### config.mk
export PLATFORM = sky130hd
export DESIGN_NAME = prefetcher_top
export DESIGN_NICKNAME = d
export VERILOG_FILES = /design/src/source/prefetch_pkg.sv /design/src/source/prefetch_controller.sv /design/src/source/prefetch_buffer.sv /design/src/source/prefetcher_top.sv
export SDC_FILE = /design/constraint.sdc
export NUM_CORES = 1
export LEC_CHECK = 0
export BUFFER_PORTS_ARGS = -buffer_cell sky130_fd_sc_hd__buf_4
export CAP_MARGIN = 20
export CELL_PAD_IN_SITES_DETAIL_PLACEMENT = 1
export CELL_PAD_IN_SITES_GLOBAL_PLACEMENT = 2
export CORE_MARGIN = 3
export CORE_UTILIZATION = 24
export CTS_BUF_LIST = sky130_fd_sc_hd__clkbuf_4 sky130_fd_sc_hd__clkbuf_8
export DETAILED_ROUTE_END_ITERATION = 10
export PLACE_DENSITY_LB_ADDON = 0.3
export SLEW_MARGIN = 20
export SYNTH_ARGS = -nofsm -noshare
export SYNTH_HDL_FRONTEND = slang
export SYNTH_HIERARCHICAL = 1
export SYNTH_SLANG_ARGS = --single-unit
### constraint.sdc
create_clock -name clk -period 6 [get_ports clk]
set_input_delay 0.6 -clock clk [delete_from_list [all_inputs] [get_ports clk]]
set_output_delay 0.6 -clock clk [all_outputs]
set_load 0.02 [all_outputs]
### src/source/prefetch_pkg.sv
`default_nettype none

package prefetch_pkg;

    // Line geometry.
    localparam int ADDR_BITS      = 16;
    localparam int WORD_BITS      = 16;
    localparam int WORDS_PER_LINE = 8;
    localparam int LINE_BITS      = WORD_BITS * WORDS_PER_LINE;
    localparam int OFFSET_BITS    = 4;   // Byte offset inside a line.
    localparam int LINE_ADDR_BITS = ADDR_BITS - OFFSET_BITS;

    typedef logic [ADDR_BITS-1:0]      addr_t;       // Byte address.
    typedef logic [LINE_BITS-1:0]      line_t;       // One cache line.
    typedef logic [LINE_ADDR_BITS-1:0] line_addr_t;  // Line number.

    // Instruction cache side.
    typedef struct packed {
        logic  read;
        addr_t address;
    } icache_req_t;

    typedef struct packed {
        logic  resp;
        line_t rdata;
    } icache_rsp_t;

    // L2 and physical memory side, same shape on both paths.
    typedef struct packed {
        logic       read;
        line_addr_t address;
    } mem_req_t;

    typedef struct packed {
        logic  resp;
        line_t rdata;
    } mem_rsp_t;

    typedef enum logic [1:0] {
        PROCESS_REQUEST = 2'd0,
        FETCH_LINE      = 2'd1,
        PREFETCH_LINE   = 2'd2
    } pf_state_t;

endpackage : prefetch_pkg

`default_nettype wire

### src/source/prefetch_controller.sv
`timescale 1ns/1ps
`default_nettype none

module prefetch_controller (
    input  wire  clk,
    input  wire  i_rst,

    // Request side.
    input  wire  i_read,
    input  wire  i_pf_hit,
    output logic o_icache_resp,

    // Buffer strobes.
    output logic o_load_pf_addr,
    output logic o_load_pf_line,
    output logic o_rdata_sel,

    // Memory paths.
    input  wire  i_l2_resp,
    output logic o_l2_read,
    input  wire  i_pmem_resp,
    output logic o_pmem_read
);

    import prefetch_pkg::*;

    pf_state_t state;
    pf_state_t next_state;

    logic req_hit;
    logic req_miss;

    assign req_hit  = i_read & i_pf_hit;
    assign req_miss = i_read & ~i_pf_hit;

    // Outputs and next state come from one decode of the current state.
    always_comb begin
        next_state     = state;
        o_load_pf_addr = 1'b0;
        o_load_pf_line = 1'b0;
        o_rdata_sel    = 1'b0;
        o_icache_resp  = 1'b0;
        o_l2_read      = 1'b0;
        o_pmem_read    = 1'b0;

        case (state)
            PROCESS_REQUEST: begin
                if (req_hit) begin
                    o_rdata_sel   = 1'b1;  // Answer from the buffer.
                    o_icache_resp = 1'b1;
                end else if (req_miss) begin
                    // Next line address is captured on entry to the fetch.
                    o_load_pf_addr = 1'b1;
                    next_state     = FETCH_LINE;
                end
            end

            FETCH_LINE: begin
                o_l2_read = 1'b1;
                if (i_l2_resp) begin
                    o_icache_resp = 1'b1;  // L2 data goes straight through.
                    next_state    = PREFETCH_LINE;
                end
            end

            PREFETCH_LINE: begin
                o_pmem_read = 1'b1;
                if (i_pmem_resp) begin
                    // Store only once the full line is on the bus.
                    o_load_pf_line = 1'b1;
                    if (req_miss) begin
                        o_load_pf_addr = 1'b1;
                        next_state     = FETCH_LINE;
                    end else begin
                        next_state = PROCESS_REQUEST;  // Idle, or served next cycle.
                    end
                end
            end

            default: begin
                next_state = PROCESS_REQUEST;
            end
        endcase
    end

    always_ff @(posedge clk) begin
        if (i_rst) begin
            state <= PROCESS_REQUEST;
        end else begin
            state <= next_state;
        end
    end

endmodule : prefetch_controller

`default_nettype wire

### src/source/prefetch_buffer.sv
`timescale 1ns/1ps
`default_nettype none

module prefetch_buffer (
    input  wire                     clk,
    input  wire                     i_rst,

    input  prefetch_pkg::addr_t     i_address,
    input  wire                     i_load_pf_addr,
    input  wire                     i_load_pf_line,
    input  wire                     i_rdata_sel,
    input  prefetch_pkg::line_t     i_l2_rdata,
    input  prefetch_pkg::line_t     i_pmem_rdata,

    output logic                    o_pf_hit,
    output prefetch_pkg::line_addr_t o_pf_line_addr,
    output prefetch_pkg::line_t     o_rdata
);

    import prefetch_pkg::*;

    line_addr_t req_line;
    line_addr_t pf_line_addr;
    line_t      pf_line;
    logic       pf_valid;
    logic       line_match;

    // Drop the byte offset; all compares work on line numbers.
    assign req_line = i_address[ADDR_BITS-1:OFFSET_BITS];

    // Address and data registers.
    always_ff @(posedge clk) begin
        if (i_load_pf_addr) begin
            pf_line_addr <= req_line + line_addr_t'(1);  // Next sequential line.
        end
        if (i_load_pf_line) begin
            pf_line <= i_pmem_rdata;
        end
    end

    // A new target address invalidates the old line, even when a
    // stale line lands in the same cycle.
    always_ff @(posedge clk) begin
        if (i_rst) begin
            pf_valid <= 1'b0;
        end else if (i_load_pf_addr) begin
            pf_valid <= 1'b0;
        end else if (i_load_pf_line) begin
            pf_valid <= 1'b1;
        end
    end

    assign line_match = (pf_line_addr == req_line);

    // A line being written this cycle counts as present, so the FSM can
    // decide where to go as the prefetch completes.
    assign o_pf_hit = (pf_valid | i_load_pf_line) & line_match;

    assign o_pf_line_addr = pf_line_addr;

    assign o_rdata = i_rdata_sel ? pf_line : i_l2_rdata;  // Buffer or L2 pass-through.

endmodule : prefetch_buffer

`default_nettype wire

### src/source/prefetcher_top.sv
`timescale 1ns/1ps
`default_nettype none

module prefetcher_top (
    input  wire                      clk,
    input  wire                      i_rst,

    // Instruction cache.
    input  prefetch_pkg::icache_req_t i_icache_req,
    output prefetch_pkg::icache_rsp_t o_icache_rsp,

    // L2 path, demand fetches.
    output prefetch_pkg::mem_req_t    o_l2_req,
    input  prefetch_pkg::mem_rsp_t    i_l2_rsp,

    // Physical memory path, prefetches.
    output prefetch_pkg::mem_req_t    o_pmem_req,
    input  prefetch_pkg::mem_rsp_t    i_pmem_rsp
);

    import prefetch_pkg::*;

    logic       pf_hit;
    logic       load_pf_addr;
    logic       load_pf_line;
    logic       rdata_sel;
    logic       icache_resp;
    logic       l2_read;
    logic       pmem_read;
    line_addr_t pf_line_addr;
    line_t      rdata;

    prefetch_controller u_controller (
        .clk            (clk),
        .i_rst          (i_rst),
        .i_read         (i_icache_req.read),
        .i_pf_hit       (pf_hit),
        .o_icache_resp  (icache_resp),
        .o_load_pf_addr (load_pf_addr),
        .o_load_pf_line (load_pf_line),
        .o_rdata_sel    (rdata_sel),
        .i_l2_resp      (i_l2_rsp.resp),
        .o_l2_read      (l2_read),
        .i_pmem_resp    (i_pmem_rsp.resp),
        .o_pmem_read    (pmem_read)
    );

    prefetch_buffer u_buffer (
        .clk            (clk),
        .i_rst          (i_rst),
        .i_address      (i_icache_req.address),
        .i_load_pf_addr (load_pf_addr),
        .i_load_pf_line (load_pf_line),
        .i_rdata_sel    (rdata_sel),
        .i_l2_rdata     (i_l2_rsp.rdata),
        .i_pmem_rdata   (i_pmem_rsp.rdata),
        .o_pf_hit       (pf_hit),
        .o_pf_line_addr (pf_line_addr),
        .o_rdata        (rdata)
    );

    // Response back to the cache.
    assign o_icache_rsp.resp  = icache_resp;
    assign o_icache_rsp.rdata = rdata;

    // Demand fetch asks L2 for the line the cache is holding up.
    assign o_l2_req.read    = l2_read;
    assign o_l2_req.address = i_icache_req.address[ADDR_BITS-1:OFFSET_BITS];

    // Prefetch goes to memory for the stored next line.
    assign o_pmem_req.read    = pmem_read;
    assign o_pmem_req.address = pf_line_addr;

endmodule : prefetcher_top

`default_nettype wire

==> results of run 1 <==
## metal layers
| layer | GRT usage | wire (um) | vias to the layer above |
|---|---|---|---|
| met5 | 0 | 13 | - |
| met4 | 0.0569 | 611 | 2 |
| met3 | 0.0608 | 2110 | 27 |
| met2 | 0.310 | 13500 | 230 |
| met1 | 0.166 | 8350 | 2367 |
| li1 | - | - | 2216 |
## power groups by stage
stage | clock network (mW) | logic [mW] | registers, mW
after floorplan | 0 | 0.145 | 1.16
after global placement | 0 | 0.391 | 1.15
after detailed placement | 0 | 0.398 | 1.15
after CTS | 0.811 | 0.399 | 1.13
after global routing | 0.850 | 0.417 | 1.13
final | 0.777 | 0.392 | 1.13
## cells by family (layout without fill, tap and decap cells)
family                     count (synthesis)  after routing  share of synthesized area
buffers and inverters                     33            467                     0.0322
other                                      0              2                          0
muxes                                    128            128                      0.228
AOI/OAI and AO/OA                          3              3                    0.00297
adders and majority gates                  1              1                    0.00198
DFF                                      143            143                      0.674
xor gates and xnor gates                  22             22                     0.0305
and+or+nand+nor                           31             31                     0.0305
## stage by stage
stage          hold WS (ns)  instances
2_1_floorplan         0.484        361
4_1_cts               0.287       1125
3_3_place_gp          0.500       1094
3_5_place_dp          0.526       1094
5_1_grt               0.272       1126
6_report              0.328       1127
## synthesized netlist by cell type, types with 2 or more instances
master and n:
xnor2_1 14, dfxtp_1 3, buf_2 13, nand3_1 3
edfxtp_1 140, buf_4 15, inv_1 3, nand4_1 4
nor3_1 2, nor2_1 5, and3_1 2, xor2_1 8
nor2b_1 2, mux2_2 128, nand2b_1 2
## final timing paths
| path | start | endpoint | slack [ns] | cells after the start |
|---|---|---|---|---|
| setup / recovery | u_buffer/o_pf_line_addr[8] | o_icache_rsp[96] | 1.82 | 9 |
| hold / removal | i_pmem_rsp[58] | u_buffer/pf_line[58] | 0.33 | 1 |
| setup reg to reg | u_controller/state[1] | u_buffer/pf_line[102] | 3.22 | 4 |
| hold reg to reg | u_buffer/pf_valid | u_buffer/pf_valid | 0.54 | 2 |
## state kept, by name, summed over array words and instances (netlist names)
name and cells:
u_buffer/o_pf_line_addr 12, u_buffer/pf_valid 1, u_buffer/pf_line 128, u_controller/state 2
## cell type report
type / instances / area [um2] / area share
diodes: 2 / 5.00 / 0.000491
multi-input cells: 185 / 1870 / 0.183
flip-flops and latches: 143 / 4260 / 0.418
clock inverters: 13 / 139 / 0.0136
inverters: 3 / 11.3 / 0.00110
well taps: 330 / 413 / 0.0405
repair buffers: 433 / 3250 / 0.319
clock buffers: 18 / 241 / 0.0237
## cell usage in the layout, fill, tap and decap left out, types with 2 or more instances in the layout
cell        synthesis  final
inv_1               3      3
diode_2             0      2
clkinv_2            0      2
bufinv_16           0      2
nor2_1              5      4
dfxtp_1             3      3
nor3_1              2      2
and3_1              2      2
xnor2_1            14     14
nand2b_1            2      2
clkbuf_8            0     17
clkinvlp_4          0      4
xor2_1              8      8
clkinv_4            0      2
nand4_1             4      4
nand3_1             3      3
buf_4              15    433
mux2_2            128    128
nor2b_1             2      2
edfxtp_1          140    140
inv_6               0      2
## worst max-delay path, stage by stage (launching register included)
cell      delay [ns]
edfxtp_1        0.44
xor2_1          0.16
nor4_1          0.28
nand4_1         0.18
nor4_2          0.41
nand2b_1        0.17
nor2_4          0.25
buf_4           0.62
mux2_2          0.43
buf_4           0.17
==> out/results.tsv, run 1 <==
stage	metric	value	unit
floorplanning	Die W	168	um
clocking	cts hold-fix bufs	0	
layout	share of layout cells above drive strength 1	0.750	
timing	RSZ-0062 raised after global routing	false	
clocking	CTS tree	done	
global_route	Global Route Usage Sum	0.164	
power	combinational power share	0.171	
layout	nets	1061	
floorplanning	Boundary Pins	432	
layout	final instance area	0.0102	mm2
clocking	Worst-path clk slew	0.10	ns
clocking	TritonCTS buffer count	17	
power	internal power	1.71	mW
global_route	largest net degree at the start of global routing	66	
clocking	H-tree depth	4	
floorplanning	core area	0.0255	mm2
timing	fmax	239	MHz
logic_synthesis	top post-synthesis cells by area	edfxtp_1, mux2_2, xnor2_1, buf_4, xor2_1	
power	sw frac	0.254	
flow_run	Max-Cap Viols	0	
floorplanning	Initial Util	0.248	
place	Placement Cell Area	0.00981	mm2
global_route	remaining global-route overflow	0	
status	status	completed	
timing	measured slew at the worst slew-check pin	0.930	ns
critical_path	crit path max fanout	53	
logic_synthesis	YS warnings	6	
global_route	antenna violations before repair	3	
detailed_routing	Routed WL per cell	21.8	um
timing	setup TNS	0	ns
critical_path	Critical Path End Type	output pin	
place	hpwl dp	19.5	mm
detailed_routing	routed vias/inst	4.30	
logic_synthesis	Synth top area share	0.665	
power	Clk pwr share	0.338	
power	register share of total power	0.491	
timing	minimum clock period after layout	4.18	ns
timing	final worst setup slack	1.82	ns
place	Placer Congestion	0.892	
critical_path	Crit path arrival time	3.58	ns
global_route	first-pass GRT wire length	34.6	mm
power	P per Cell Area	225	mW/mm2
power	VDD IR max	0.144	mV
detailed_routing	iteration-0 DRC count of the detailed router	175	
power	Net Sw Power	0.583	mW
logic_synthesis	number of enable flip-flop cells after synthesis	140	
logic_synthesis	flops & latches, synth	143	
global_route	vias in the first global route	5250	
logic_synthesis	Distinct cells, synth	32	
logic_synthesis	mean post-synth cell area	17.5	um2
critical_path	Critical Path RT	5.40	ns
floorplanning	Die Ht	168	um
logic_synthesis	mapped cell area	0.00633	mm2
layout	Layout Utilization	0.399	
detailed_routing	drc violations	0	
detailed_routing	TritonRoute pass-1 iters	6	
logic_synthesis	area leader, netlist	edfxtp_1	
clocking	CTS sink cnt	143	
power	Pleak	4.16	nW
place	Setup WS pre-CTS	1.82	ns
layout	Area Growth Syn to Fin	61.1	%
logic_synthesis	Main synth FF type	edfxtp_1	
detailed_routing	antenna viol nets, final	0	
clocking	CTS max path bufs	2	
hold_path	min-delay worst type	in2reg	
place	PortBufs	427	
floorplanning	Die ar.	0.0283	mm2
logic_synthesis	Syn Inst Count	361	
timing	Rel. slew slack	0.380	
clocking	later-pin clock latency in the skew report	0.43	ns
critical_path	Crit Path Class	reg2out	
timing	fin. max-slew vios	0	
clocking	CTS root buf	clkbuf_8	
timing	final setup violation count	0	
clocking	Resized Gates After CTS	0	
timing	Setup Skew	0.0208	ns
layout	Layout fillers	2741	
detailed_routing	via count	4842	
critical_path	Startpoint Class	register	
logic_synthesis	ys async rst share	0	
detailed_routing	Total Wirelength	24.6	mm
logic_synthesis	Seq/Total Area, Yosys	0.674	
power	Total Power	2.30	mW
logic_synthesis	Mapped Nets	639	
timing	Fin. Hold Viols	0	
floorplanning	FP Rows	58	
clocking	post-CTS setup buffers	0	
timing	period utilization	0.696	
(Power assumes the default switching activity.)
==> run 2, diff against run 1 <==
Settings changed: ABC_AREA from default to 1, CORE_AREA from default to 3 3 168 170, CORE_MARGIN 3 to default, CORE_UTILIZATION 24 to default, DIE_AREA from default to 0 0 171 173.
Clock period 6 ns to 4 ns, I/O delays scaled along.
==> run 2 against run 1 <==
Effect of this change: via count rose by 4.5%; worst hold slack worse by 0.21 ns; non-clock buffer count stayed put; clock skew shrank 0.0087 ns; core utilization shrank 0.90 points; clock power grew 52%; largest cell class unchanged; largest power group unchanged.
==> out/results.tsv, run 2 <==
stage	metric	value	unit	change
logic_synthesis	top post-synthesis cells by area	edfxtp_1, mux2_2, nand2_1, buf_4, clkbuf_8		
timing	Setup Skew	0.0121	ns	-0.00873 ns
critical_path	Worst R2R Start	u_controller/state[0]		
detailed_routing	Total Wirelength	24.9	mm	+1.4%
place	PortBufs	427		unchanged
clocking	H-tree depth	4		unchanged
hold_path	hold path depth	1		unchanged
floorplanning	core area	0.0269	mm2	+5.2%
critical_path	slowest stage cell, crit path	nor2_4		
clocking	TritonCTS buffer count	17		unchanged
timing	final worst setup slack	0.474	ns	-1.35 ns
layout	most frequent cells in the layout	buf_4, edfxtp_1, mux2_2		
detailed_routing	via count	5062		+4.5%
place	Placer Congestion	0.776		-13%
detailed_routing	Routed WL per cell	20.8	um	-4.8%
timing	Rel. slew slack	0.314		-0.0663
logic_synthesis	Syn Inst Count	423		+17%
timing	fin. max-slew vios	0		unchanged
critical_path	critical path's most frequent cell	nor2_1		
logic_synthesis	mean post-synth cell area	15.5	um2	-12%
clocking	CTS max path bufs	2		unchanged
critical_path	FF-to-FF End	u_buffer/pf_line[29]		
logic_synthesis	flops & latches, synth	143		unchanged
logic_synthesis	mapped cell area	0.00655	mm2	+3.5%
layout	max reg flops	128		unchanged
clocking	later-pin clock latency in the skew report	0.45	ns	+0.02 ns
global_route	antenna violations before repair	4		+1
timing	Fin. Hold Viols	0		unchanged
flow_run	Max-Cap Viols	0		unchanged
detailed_routing	routed vias/inst	4.22		-1.8%
place	Setup WS pre-CTS	0.758	ns	-1.06 ns
layout	# diodes	0		-2
detailed_routing	antenna viol nets, final	0		unchanged
clocking	CTS root buf	clkbuf_8		
logic_synthesis	number of enable flip-flop cells after synthesis	140		unchanged
timing	minimum clock period after layout	3.53	ns	
clocking	post-CTS setup buffers	0		unchanged
detailed_routing	TritonRoute pass-1 iters	4		-2
global_route	first-pass GRT wire length	34.5	mm	-0.26%
place	hpwl dp	19.8	mm	+1.6%
hold_path	hold_sp	i_pmem_rsp[96]		
clocking	cts hold-fix bufs	0		unchanged
layout	area occupied by multi-input gates	0.00200	mm2	+7.1%
layout	share of layout cells above drive strength 1	0.696		-0.0535
timing	fmax	284	MHz	
layout	nets	1124		+5.9%
logic_synthesis	Synth top cells by count	edfxtp_1, mux2_2, nand2_1		
critical_path	FF-to-FF path depth	3		-1
floorplanning	FP Rows	60		+3.4%
critical_path	critical-path cell list	nor3_4, nor2_1, nor2_1, nand2_1, nor2_1, nand2_1, nor2_1, nand2_1, nor2_4, buf_12, mux2_2, buf_4		
timing	period utilization	0.881		
critical_path	setup slack, reg-to-reg	1.37	ns	-1.85 ns
global_route	largest net degree at the start of global routing	73		+11%
critical_path	crit path max fanout	50		-5.7%
timing	measured slew at the worst slew-check pin	1.03	ns	+0.0995 ns
clocking	CTS sink cnt	143		unchanged
floorplanning	Die W	171	um	+1.6%
layout	Layout Utilization	0.390		-0.00896
layout	Top reg by flops	u_buffer/pf_line		
critical_path	crit-path max cell delay	0.42	ns	-0.20 ns
floorplanning	Initial Util	0.244		-0.00403
clocking	CTS tree	done		
layout	register area	0.00426	mm2	unchanged
floorplanning	Boundary Pins	432		unchanged
hold_path	Hold Path Sink	u_buffer/pf_line[96]		
global_route	Global Route Usage Sum	0.160		-0.00425
layout	Layout fillers	2919		+6.5%
timing	final setup violation count	0		unchanged
global_route	vias in the first global route	5210		-0.76%
logic_synthesis	area leader, netlist	edfxtp_1		
logic_synthesis	Distinct cells, synth	21		-34%
power	P per Cell Area	331	mW/mm2	+47%
detailed_routing	drc violations	0		unchanged
critical_path	Crit Path Class	reg2out		
detailed_routing	iteration-0 DRC count of the detailed router	196		+12%
logic_synthesis	most frequent cell after synthesis	edfxtp_1		
power	VDD IR max	0.174	mV	+21%
layout	Area Growth Syn to Fin	60.1	%	
logic_synthesis	ys async rst share	0		unchanged
power	Pleak	4.48	nW	+7.6%
timing	RSZ-0062 raised after global routing	false		
logic_synthesis	YS warnings	6		unchanged
hold_path	min-delay worst type	in2reg		
logic_synthesis	Seq/Total Area, Yosys	0.651		-0.0228
critical_path	Crit path arrival time	3.13	ns	-0.45 ns
clocking	Resized Gates After CTS	0		unchanged
critical_path	Critical Path RT	3.60	ns	-1.80 ns
floorplanning	Die Ht	173	um	+2.8%
logic_synthesis	Mapped Nets	701		+9.7%
floorplanning	Die ar.	0.0296	mm2	+4.4%
critical_path	Startpoint Class	register		
logic_synthesis	Synth top area share	0.642		-0.0225
global_route	remaining global-route overflow	0		unchanged
logic_synthesis	Main synth FF type	edfxtp_1		
critical_path	Critical Path End Type	output pin		
status	status	completed		
clocking	Worst-path clk slew	0.10	ns	about the same
layout	most common cell after layout, fill and taps aside	buf_4		
-- run 2: changes by cell type after synthesis, sizes merged, moves of 3 or more --
| cell | change |
|---|---|
| nand2 | +43 |
| inv | +26 |
| nor2 | +17 |
| xnor2 | -13 |
| buf | -8 |
| clkbuf | +7 |
| nand3 | +4 |
| a21oi | +3 |
| nand4 | -3 |
-- run 2: cell families (layout without fill, tap and decap cells) --
| kind of cell | count (synthesis) | after routing | synth area share |
|---|---|---|---|
| compound gates | 7 | 7 | 0.00535 |
| xor+xnor | 9 | 9 | 0.0120 |
| fa+ha+maj | 1 | 1 | 0.00191 |
| buf+inv | 58 | 494 | 0.0610 |
| flops | 143 | 143 | 0.651 |
| mux | 128 | 128 | 0.220 |
| simple gates | 77 | 77 | 0.0483 |
-- run 2: how the worst max path moves through the flow --
stage | startpoint | slack [ns] | cells past startpoint | endpoint
finish | u_controller/state[0] | 0.47 | 12 | o_icache_rsp[35]
global placement | i_pmem_rsp[128] | 0.76 | 14 | o_icache_rsp[62]
detailed placement | i_pmem_rsp[128] | 0.76 | 14 | o_icache_rsp[62]
global route | u_controller/state[0] | 0.14 | 12 | o_icache_rsp[81]
floorplan | i_pmem_rsp[128] | -1.42 | 13 | o_icache_rsp[17]
CTS | u_controller/state[0] | 0.34 | 12 | o_icache_rsp[62]
-- run 2: power breakdown --
part,switching [mW],internal [mW],total [mW],leakage [nW]
clock network,0.659,0.525,1.18,0.192
registers,0.0134,1.68,1.69,1.29
logic,0.258,0.337,0.595,2.99
total,0.930,2.54,3.47,4.48
-- run 2: stage by stage --
step | power, mW | cells | instance area, um2 | hold slack (ns) | setup TNS [ns]
global placement | 2.32 | 1168 | 10100 | 0.488 | 0
finish | 3.47 | 1200 | 10500 | 0.122 | 0
CTS | 3.55 | 1200 | 10500 | 0.0712 | 0
global route | 3.63 | 1200 | 10500 | 0.0698 | 0
detailed placement | 2.33 | 1168 | 10100 | 0.516 | 0
floorplan | 1.96 | 423 | 6660 | 0.469 | -189.59
-- run 2: critical path: cells and delay by family, from the launching register on --
| family | cells | cell delay, ns |
|---|---|---|
| and+or+nand+nor | 9 | 1.36 |
| muxes | 1 | 0.38 |
| DFF | 1 | 0.40 |
| buffers and inverters | 2 | 0.49 |
-- run 2: layout make-up --
cell class | count | share of cell area
multi-input combinational | 222 | 0.191
sequential | 143 | 0.407
clock inverter | 14 | 0.0146
inverter | 29 | 0.0104
tap | 341 | 0.0407
timing repair buffer | 433 | 0.314
clock buffer | 18 | 0.0230
-- run 2: per-layer routing --
metal / vias to the layer above / global-route usage / wire [um]
met1: 2425 / 0.165 / 8630
met2: 233 / 0.292 / 13100
met3: 29 / 0.0688 / 2630
met4: 8 / 0.0490 / 531
met5: - / 0 / 42
li1: 2367 / - / -
